[src/mipsPkg.sv]
package mipsPkg;

    //////////////////////////////////////////////////
    // Reset address and register numbering
    //////////////////////////////////////////////////

    localparam logic [31:0] RESET_PC = 32'h0000_3000;

    typedef logic [4:0] regAddrT;

    // Primary opcode field in instr[31:26]
    localparam logic [5:0] OP_RTYPE = 6'h00;
    localparam logic [5:0] OP_J     = 6'h02;
    localparam logic [5:0] OP_JAL   = 6'h03;
    localparam logic [5:0] OP_BEQ   = 6'h04;
    localparam logic [5:0] OP_BNE   = 6'h05;
    localparam logic [5:0] OP_ADDIU = 6'h09;
    localparam logic [5:0] OP_ORI   = 6'h0d;
    localparam logic [5:0] OP_LUI   = 6'h0f;
    localparam logic [5:0] OP_LW    = 6'h23;
    localparam logic [5:0] OP_SW    = 6'h2b;

    // R-type function field in instr[5:0]
    localparam logic [5:0] FN_SLL  = 6'h00;
    localparam logic [5:0] FN_JR   = 6'h08;
    localparam logic [5:0] FN_ADDU = 6'h21;
    localparam logic [5:0] FN_SUBU = 6'h23;
    localparam logic [5:0] FN_AND  = 6'h24;
    localparam logic [5:0] FN_OR   = 6'h25;
    localparam logic [5:0] FN_SLT  = 6'h2a;

    //////////////////////////////////////////////////
    // Control encodings
    //////////////////////////////////////////////////

    typedef enum logic [2:0] {
        ALU_ADD, ALU_SUB, ALU_AND, ALU_OR, ALU_SLT, ALU_SLL, ALU_LUI
    } aluOpT;

    typedef enum logic [1:0] {SRCB_REG, SRCB_IMM, SRCB_SHAMT} srcBSelT;

    typedef enum logic [1:0] {DST_RT, DST_RD, DST_RA} regDstSelT;

    typedef enum logic [1:0] {WB_ALU, WB_MEM, WB_LINK} wbSelT;

    typedef enum logic [1:0] {NPC_SEQ, NPC_BRANCH, NPC_JUMP, NPC_REG} npcSelT;

endpackage

[src/fetchUnit.sv]
`timescale 1ns/1ps

module fetchUnit (
    input  logic             clk,
    input  logic             rst,
    input  mipsPkg::npcSelT  npcSel,
    input  logic             branchOnEqual,
    input  logic             equal,
    input  logic [15:0]      offset,
    input  logic [25:0]      jumpIndex,
    input  logic [31:0]      rsData,
    output logic [31:0]      pc
);
    import mipsPkg::*;

    logic [31:0] pcPlus4;
    logic [31:0] branchTarget;
    logic [31:0] jumpTarget;
    logic [31:0] nextPc;
    logic        branchTaken;

    //////////////////////////////////////////////////
    // Next PC selection
    //////////////////////////////////////////////////

    always_comb begin
        pcPlus4      = pc + 32'd4;
        // beq wants equal high, bne wants it low
        branchTaken  = (equal == branchOnEqual);
        branchTarget = pcPlus4 + {{14{offset[15]}}, offset, 2'b00};
        jumpTarget   = {pc[31:28], jumpIndex, 2'b00};

        case (npcSel)
            NPC_BRANCH: nextPc = branchTaken ? branchTarget : pcPlus4;
            NPC_JUMP:   nextPc = jumpTarget;
            NPC_REG:    nextPc = rsData;
            default:    nextPc = pcPlus4;
        endcase
    end

    // PC register
    always_ff @(posedge clk) begin
        if (rst) begin
            pc <= RESET_PC;
        end else begin
            pc <= nextPc;
        end
    end

endmodule

[config.mk]
export PLATFORM = sky130hd
export DESIGN_NAME = fetchUnit
export DESIGN_NICKNAME = d
export VERILOG_FILES = /design/src/mipsPkg.sv /design/src/fetchUnit.sv
export SDC_FILE = /design/constraint.sdc
export NUM_CORES = 1
export LEC_CHECK = 0
export BUFFER_PORTS_ARGS = -buffer_cell sky130_fd_sc_hd__buf_2
export CORE_ASPECT_RATIO = 1.4
export CORE_MARGIN = 5
export CORE_UTILIZATION = 53
export CTS_CLUSTER_DIAMETER = 30
export DETAILED_ROUTE_END_ITERATION = 6
export GPL_TIMING_DRIVEN = 1
export PLACE_DENSITY = 0.87
export SLEW_MARGIN = 25
export SYNTH_ARGS = -nofsm -noshare
export SYNTH_HDL_FRONTEND = slang
export SYNTH_SLANG_ARGS = --single-unit
[constraint.sdc]
create_clock -name clk -period 5 [get_ports clk]
set_clock_uncertainty 0.2 [all_clocks]
set_input_delay 0.25 -clock clk [delete_from_list [all_inputs] [get_ports clk]]
set_output_delay 0.25 -clock clk [all_outputs]
set_load 0.01 [all_outputs]
Word level (Yosys, flattened, before mapping)
Index checks and enable logic that the tools add are counted.

Input bits: 80. Output and inout port bits: 32. Word-level logic and storage cells: 10. Flip-flop bits (word level): 32.

Multiplexer cells: 2. Add/sub/neg operators: 2. Equal/unequal tests: 4.

Operators by type and width (number): $pmux W32 S3 (1); $add A32 B3 Y32 const B (1); $add A32 B32 Y32 (1); $mux W32 (1); $eq A2 B2 Y1 const B (2); $eq A2 B1 Y1 const B (1); $eq A1 B1 Y1 (1).

Longest topological paths before layout
Gate-level depths: netlist of run 1.

Depth after elaboration: 4. Mapped depth: 20. Gate-level depth less buffers: 20.

Least setup slack after synthesis of run 1
No wires, ideal clock.

Path kind: reg2reg. Start point: register pc[2]. End point: register pc[31]. Clock period less this slack: 3.929 ns. Library setup time: 0.126 ns. Path buffers: 0. Arrival time: 3.602 ns. Slack: 1.071 ns. Data required time: 4.674 ns. Cell stages (with the launch flop): 20. Cells stage by stage: dfxtp_1 ha_1 nand3_1 nor2_1 nand3_1 nor2_1 and2_1 nor2b_1 nand3_1 xnor2_1 ha_1 a21o_1 a21o_1 a21oi_1 o21ai_0 a21oi_1 o311ai_4 nor4b_1 a21oi_1 nor3b_2.

Cells in the longest elaborated chain, start to end: 4.

RTL lines: start, declared (RTL line fetchUnit.sv:12) `output logic [31:0] pc`; start signal, assigned (RTL line fetchUnit.sv:46) `pc <= nextPc;`; $add A32 B3 Y32 (*) (RTL line fetchUnit.sv:27) `pcPlus4 = pc + 32'd4;`; $add A32 B32 Y32 (RTL line fetchUnit.sv:30) `branchTarget = pcPlus4 + {{14{offset[15]}}, offset, 2'b00};`; $mux W32 (RTL line fetchUnit.sv:34) `NPC_BRANCH: nextPc = branchTaken ? branchTarget : pcPlus4;`; $pmux W32 S3 (*) (RTL line fetchUnit.sv:33) `case (npcSel)`.

Every way passes the cells marked *; elsewhere a longest branch is shown, timed or not. A chain may end at the register's enable or synchronous reset.

Worst setup path in the final report of run 1
Ends and elaborated chain as after synthesis.

==> impl_summary.md, run 1 <==
Run status
The flow ran to the end, and the final reports show no timing, DRC or antenna violations.

STA
The worst path needs 4.55 ns of the cycle, external delays included. At the pin with the least slew margin, the transition time is between 1 and 1.5 ns. Setup violations remaining at the end of the flow were counted as 0.

The final-report max-slew violation count is 0. Timing would allow up to between 200 and 250 MHz. The setup TNS is 0 ns. The share of the clock period used by the worst path is around nine tenths. Setup repair after global routing left no endpoint under its margin.

Headroom to the max-slew limit came out at roughly 29%. The setup slack after layout is around 0.45 ns. The total count of hold-check failures in the final report came to 0. The worst hold slack is 0.0645 ns.

Global route
The global-route usage over all layers is 27.7%. The number of global-route vias before repair is between 4k and 5k. The first global-routing pass estimated a little under 20000 um of wire.

The number of antenna violations at the first check in global routing is 0. Entering global routing, the biggest net connects 60 pins. The total overflow reported by the global router is 0.

Critical path
Traced cell by cell, the critical path runs through ha_1 > nand3_1 > nor2_1 > nand3_1 > nor2_1 > and2_1 > nor2b_1 > nand3_1 > xnor2_1 > ha_1 > a21o_1 > a21o_1 > a21oi_1 > o21ai_1 > a21oi_1 > o311ai_4 > nor4b_1 > a21oi_1 > nor3b_2. The register-to-register setup slack is 0.45 ns. The endpoint kind of the worst setup timing path is a flip-flop. The worst register-to-register path begins at pc[2]. The worst reg2reg path endpoint is pc[31]. Of all nets on the critical path, the largest fanout is 6. At the worst endpoint, the arrival time is between 4 and 5 ns. Counting both buffers and inverters, the worst setup path holds a total of 0.

The worst setup path is launched from a flip-flop. The type of the setup path with the least slack is reg -> reg. STA puts the critical path data required time at approximately 5 ns. On the worst path, the slowest cell contributes a delay of between 0.4 and 0.5 ns. The number of cells on the worst reg-to-reg path is 19. The kind of cell adding the most delay to the critical path is simple AND/OR/NAND/NOR gates. The slowest stage of the critical path belongs to the cell dfxtp_1.

Job
Max-cap violations in this run came to 0.

CTS
The total CTS buffers is 5. No sink is reached through more buffers than the 2 on the longest clock path. The clock tree root driver cell is clkbuf_8. The clock drives 32 sinks. The clock slew seen by the registers of the worst setup and hold paths is 0.08 ns. TritonCTS built the clock tree.

The setup fix buffers added after clock tree synthesis is 0. The worst-skew pair later-pin latency is 0.30 ns. The clock tree synthesis step divided the H-tree into 2 levels.

Worst hold path
The startpoint identified for the worst hold timing path is jumpIndex[11]. The worst hold path endpoint is pc[13]. The path class of the tightest hold or removal check is in -> reg. Counting instances, the worst hold path has a depth of 4.

Yosys
For this run, the leading register cell type out of synthesis is dfxtp_1. Each instance of the synthesized netlist takes up on average around 8 um^2. Synthesis handed over a netlist of 483 instances. The portion of the post-synthesis area used by sequential elements is about 17%. The number of distinct library cells after synthesis is 56. The cell area after synthesis is roughly 0.0038 mm^2.

After synthesis, the share of flip-flops with an asynchronous set or reset is 0%. When the netlist entered floorplanning its net count stood at 598. The register bit count reported by yosys is 32. In this run, synthesis inferred 0 flip-flops with an integrated enable. For this run, the number of Yosys warnings is 0.

Power and ir drop
In this run the power density over the cells is ~240 mW/mm^2. The total power is 0.00111 W. The peak supply drop is roughly 0.15 mV. The total leakage power is about 2.1 nW.

Final layout
The layout overhead on the synthesized area is 20.3%. The total number of nets in the final design is 701. The number of fill cells in the layout is about 630. The top cell types in the final layout, fill and taps aside, are buf_2, a21oi_1, nor2_1.

The count of inserted antenna diode cells is 0. The post-route netlist has between 20% and 30% of its cells at a drive strength greater than 1. The register bank with the most flops is pc.

The commonest non-fill, non-tap cell in the layout is buf_2. The register with the most flip-flops in the layout has 32 of them. Once layout is complete, the utilization of the core stands at around two thirds. The largest registers in the layout are pc x32.

Drt
The average wire per standard cell is about 18 um. The via count of the routed design is approximately 4.2k. The number of antenna-violating nets in the routed design is 0. In the routed layout, each cell is associated on average with a via count of a little over 6. The final routed DRC violation total is 0. The first-pass iteration count of the detailed router is 5. The wire length after detailed routing is roughly 12000 um.

After the first detailed-routing iteration, the DRC count stood at 234.

Placed design
Once detailed placement completed, the half-perimeter wirelength came to 9140 um. Buffers placed on the I/O ports in this run total between 100 and 150. The congestion estimate from routability-driven global placement came to around 0.95. Before CTS, the worst setup slack after placement is 0.492 ns.

Floorplanning
After floorplanning, the core was sized to cover ~0.0069 mm^2. Pin placement for this block handled 112 I/O pins. The total number of placement rows is 36. Once the floorplan was initialized, standard cells occupied 54.3% of the core. The die span in x is 81.2 um.

The die covers between 0.008 and 0.009 mm^2. The floorplan step set the die height to roughly 110 um.
[how the worst max path moves through the flow]
stage / start / to / slack (ns) / cells past startpoint
final: pc[2] / pc[31] / 0.45 / 19
after global routing: pc[2] / pc[31] / 0.10 / 19
after CTS: pc[2] / pc[31] / 0.46 / 19
after detailed placement: pc[2] / pc[31] / 0.49 / 19
after global placement: pc[2] / pc[31] / 0.70 / 19
after floorplan: pc[2] / pc[31] / 1.07 / 19
[synth_stat cells, drive strengths merged (6+ instances only)]
master	n	share of area, %
a211oi	9	1.8
a21o	14	2.8
a21oi	52	7.0
and2	8	1.5
and3	8	1.3
clkbuf	15	1.5
dfxtp	32	17
ha	34	11
inv	14	1.4
mux4	9	5.4
nand2	37	3.8
nand2b	7	1.2
nand3	16	2.1
nand4	6	1.0
nor2	41	4.1
nor2b	25	4.2
o21ai	35	4.7
o221ai	7	1.6
xnor2	34	7.9
xor2	20	4.7
[worst register-to-register path, cell delays in order (launching register included)]
cell and delay (ns):
dfxtp_1 0.42, ha_1 0.22, nand3_1 0.12, nor2_1 0.19
nand3_1 0.13, nor2_1 0.25, and2_1 0.21, nor2b_1 0.42
nand3_1 0.17, xnor2_1 0.21, ha_1 0.32, a21o_1 0.23
a21o_1 0.18, a21oi_1 0.14, o21ai_1 0.16, a21oi_1 0.26
o311ai_4 0.14, nor4b_1 0.27, a21oi_1 0.08, nor3b_2 0.16
[power breakdown]
part | switching (W) | total, W | internal [W] | leakage [nW]
clock network | 0.000112 | 0.000288 | 0.000176 | 0.0645
logic | 0.000278 | 0.000508 | 0.000230 | 1.76
registers | 0.0000323 | 0.000312 | 0.000280 | 0.266
total | 0.000422 | 0.00111 | 0.000686 | 2.09
[per-layer routing]
metal	part of all wire (%)	track usage (%)	wire length [um]
met5	0	0	0
met4	3.4	13.9	422
met2	53	49.5	6510
met1	36	31.5	4510
met3	7.5	4.10	933
[layout make-up]
cell class / count / area (um^2) / area share, %
timing repair buffer: 115 / 591 / 13.0
clock inverter: 1 / 30.0 / 0.663
multi-input combinational: 418 / 3000 / 66.2
inverter: 14 / 52.6 / 1.16
clock buffer: 7 / 96.3 / 2.13
tap: 95 / 119 / 2.62
sequential: 32 / 641 / 14.1
[stage by stage]
stage                     instance area (um^2)  cells
after global routing                      4530    682
after global placement                    4380    672
after CTS                                 4530    682
final                                     4530    682
after floorplan                           3770    483
after detailed placement                  4380    672
[kinds of logic (layout without fill, tap and decap cells)]
family / after synthesis / in the layout / share of synthesized area (%)
XOR/XNOR: 54 / 54 / 12.6
multiplexers: 13 / 13 / 6.45
flip-flops: 32 / 32 / 17.0
AND/OR/NAND/NOR: 164 / 164 / 22.8
adder cells (fa/ha/maj): 35 / 35 / 11.8
AO/OA/AOI/OAI: 152 / 152 / 26.1
buffers and inverters: 33 / 137 / 3.32
[repair_timing]
action,4_1_cts,5_1_grt
endpoints found under the setup margin,0,1
gates resized for setup,0,1
hold endpoints to repair,2,0
hold buffers,2,0
Note: power is estimated with default switching activity, not from simulation.
==> run 2, diff against run 1 <==
--- a/config.mk
+++ b/config.mk
@@ -8,11 +8,11 @@
 export BUFFER_PORTS_ARGS = -buffer_cell sky130_fd_sc_hd__buf_2
 export CORE_ASPECT_RATIO = 1.4
 export CORE_MARGIN = 5
-export CORE_UTILIZATION = 53
+export CORE_UTILIZATION = 25
 export CTS_CLUSTER_DIAMETER = 30
 export DETAILED_ROUTE_END_ITERATION = 6
 export GPL_TIMING_DRIVEN = 1
-export PLACE_DENSITY = 0.87
+export PLACE_DENSITY = 0.5
 export SLEW_MARGIN = 25
 export SYNTH_ARGS = -nofsm -noshare
 export SYNTH_HDL_FRONTEND = slang
==> constraint.sdc (replaced) <==
create_clock -name clk -period 4.94 [get_ports clk]
set_clock_uncertainty 0.2 [all_clocks]
set_input_delay 0.247 -clock clk [delete_from_list [all_inputs] [get_ports clk]]
set_output_delay 0.247 -clock clk [all_outputs]
set_load 0.01 [all_outputs]
==> run 2 against run 1 <==
Clock-buffer cell count grew 1. Critical endpoint unchanged. Total power grew 4.0%. Worst setup slack gained 0.12 ns. Global-route usage shrank 12 points. Sequential cell count is the same. Register-to-register slack gained 0.12 ns. Wire length grew 11%. Sequential power grew 2%. Non-clock buffer count shrank 1. Largest power group unchanged. Combinational power grew 1%. Die area grew 98%. First-iteration DRC count shrank 6.8%.
==> impl_summary.md, run 2 (same netlist as run 1, synthesis figures left out) <==
Final layout
The top cell types in the final layout, fill and taps aside, are buf_2, a21oi_1, nor2_1. The register bank with the most flops is pc. Leaving out fill and tap cells, the most frequent cell in the layout is buf_2. The total number of nets in the final design is 700 (-0.14%). The number of flip-flops in the largest register is 32 (unchanged). The ratio of cells with drive above 1 in the final layout is 24.9% (+0.042 points). Relative to the synthesized area, the layout overhead comes to 24.0%. The count of inserted antenna diode cells is 0 (unchanged). The post-layout instance area is 0.00467 mm^2 (+3.1%). The largest registers in the layout are pc x32. The number of fill cells in the layout is 1642 (+160%).

CTS
The total CTS buffers was 5 (unchanged). The worst-skew pair later-pin latency was 0.28 ns (-0.02 ns). The maximum level of the CTS H-tree is 2 (unchanged). The CTS tree is done.

The clock tree root driver cell is clkbuf_16. The count of clock tree sinks is 32 (unchanged). The clock slew seen by the registers of the worst setup and hold paths came to 0.05 ns (-0.03 ns). The maximum buffer depth of the clock tree came to 2 (unchanged).

The setup fix buffers added after clock tree synthesis is 0 (unchanged).

Power and ir drop
The internal power consumption came to 0.000718 W (+4.6%). The portion of total power attributed to sequential cells came to 27.6% (-0.6 points). The share of total power in combinational logic came to 44.7% (-1.1 points).

The power per cell area came to 247 mW/mm^2 (+0.87%). The share of power burned in the clock network is 27.7% (+1.7 points). The fraction of power spent switching nets is 37.7% (-0.34 points). The peak supply drop is 0.110 mV (-29%). The total leakage power is 2.10 nW (+0.40%). The total power was 0.00115 W (+4.0%).

The net switching power is 0.000435 W (+3.1%).

Job
The number of violations of the max-capacitance limit was 0 (unchanged).

Critical path
The endpoint kind of the worst setup timing path is a flip-flop. The required time at the worst-slack endpoint is 4.90 ns (-0.09 ns). The number of cells on the worst reg-to-reg path is 19 (unchanged). The data arrival time of the critical path is 4.33 ns (-0.21 ns). The type of the setup path with the least slack is reg -> reg. The endpoint identified for the worst register-to-register timing path is pc[31].

The beginning of the worst register-to-register path is pc[2]. In this run the worst setup path terminates at pc[31]. The register-to-register setup slack was 0.57 ns (+0.12 ns). The maximum fanout along the worst path was 6 (unchanged). STA classifies the critical path startpoint as a flip-flop. The most critical setup path has its startpoint at pc[2].

Placed design
The placed cell area was 0.00451 mm^2 (+2.9%). The final weighted congestion in routability-driven placement is 0.868 (-8.2%). The quantity of I/O buffers inserted on ports is 111 (unchanged). The total half-perimeter wirelength after legalization and detailed placement is 10800 um (+18%).

Floorplanning
The die span in x is 114 um (+40%). The initial standard-cell utilization of the core is 25.2% (-29 points). The die outline height came to 155 um (+41%). The top-level port count was 112 (unchanged). The total number of placement rows is 53 (+47%).

The core area is 0.0149 mm^2 (+120%). The total die area is 0.0177 mm^2 (+98%).

Global route
The global-route usage over all layers is 15.3% (-12 points). The pin count of the biggest net entering global routing came to 60 (unchanged). The number of antenna violations at the first check in global routing is 0 (unchanged).

The number of global-route vias before repair is 4135 (+0.98%). The first-pass GRT wire length is 21500 um (+11%). The total overflow reported by the global router came to 0 (unchanged).

Drt
The final routed DRC violation total is 0 (unchanged). The average wire per standard cell was 17.7 um (-2.5%). The initial detailed-routing violation count is 218 (-6.8%). The post-detailed-route via-to-cell ratio is 5.16 (-16%). The wire length after detailed routing is 13800 um (+11%). The first-pass iteration count of the detailed router came to 4 (-1).

The number of antenna-violating nets in the routed design was 0 (unchanged). The via count of the routed design was 4016 (-4.1%).

STA
The total count of hold-check failures in the final report is 0 (unchanged). The achievable clock frequency is 229 MHz (+4.1%). The share of the clock period used by the worst path is 88.5% (-2.5 points). The total of endpoints with negative setup slack in the final report is 0 (unchanged).

The shortest clock period the worst path allows after layout is 4.37 ns (-0.178 ns). The setup TNS was 0 ns (unchanged). The worst hold slack is 0.0161 ns (-0.0484 ns). The measured slew at the worst slew-check pin is 0.917 ns (-0.148 ns). Setup repair after global routing left no endpoint under its margin. The relative slew slack is 38.9% (+10 points).

The final-report max-slew violation count is 0 (unchanged).

Worst hold path
The number of cells traversed by the worst hold path is 3 (-1). The path class of the tightest hold or removal check is in -> reg.

Run status
The flow ran to the end, and the final reports show no timing, DRC or antenna violations.
run 2: power groups by stage:
stage               clock, W  combinational (W)  sequential, W
floorplan                  0           0.000348       0.000327
global placement           0           0.000512       0.000322
detailed placement         0           0.000510       0.000324
CTS                 0.000330           0.000517       0.000318
global route        0.000340           0.000567       0.000322
finish              0.000320           0.000515       0.000318
run 2: how the worst min path moves through the flow:
stage	start	end	slack (ns)
global placement	rsData[0]	pc[0]	0.28
detailed placement	rsData[0]	pc[0]	0.29
floorplan	rsData[0]	pc[0]	0.19
CTS	rsData[1]	pc[1]	0.01
finish	rsData[1]	pc[1]	0.02
global route	rsData[1]	pc[1]	0.04
run 2: cell type report:
cell class                      instances  area [um^2]  area share, %
Timing Repair Buffer                  114          581           12.4
Inverter                               14         52.6           1.13
Tap cell                              192          240           5.14
Clock buffer                            8          146           3.13
Sequential cell                        32          641           13.7
Multi-Input combinational cell        418         3010           64.5
run 2: metrics by stage:
| step | std cells | utilization, % | setup WS, ns |
|---|---|---|---|
| final | 778 | 31.3 | 0.568 |
| after global routing | 778 | 31.3 | 0.0581 |
| after CTS | 778 | 31.3 | 0.399 |
| after detailed placement | 769 | 30.2 | 0.429 |
| after global placement | 769 | 30.2 | 0.543 |
| after floorplan | 483 | - | 1.01 |
run 2: metal layers:
layer  vias up  wire (um)  share of wire (%)  track usage [%]
met2       119       7090                 52             27.8
met4         0        401                2.9             6.47
li1       1974          -                  -                -
met3        25        780                5.7             2.88
met1      1898       5480                 40             17.3
met5         -          0                  0                0
run 2: repair_timing:
| action | CTS | global route |
|---|---|---|
| setup endpoints to repair | 0 | 1 |
| hold endpoints to repair | 1 | 0 |
| hold buffers | 1 | 0 |
| gates resized for setup | 0 | 1 |
run 2: critical path, cell delays in order (launching register included):
cell      delay, ns
dfxtp_1        0.41
ha_1           0.22
nand3_1        0.12
nor2_1         0.20
nand3_1        0.13
nor2_1         0.20
and2_1         0.18
nor2b_2        0.29
nand3_1        0.13
xnor2_1        0.19
ha_1           0.32
a21o_1         0.22
a21o_1         0.18
a21oi_1        0.15
o21ai_0        0.21
a21oi_1        0.28
o311ai_4       0.13
nor4b_1        0.27
a21oi_1        0.06
nor3b_2        0.16
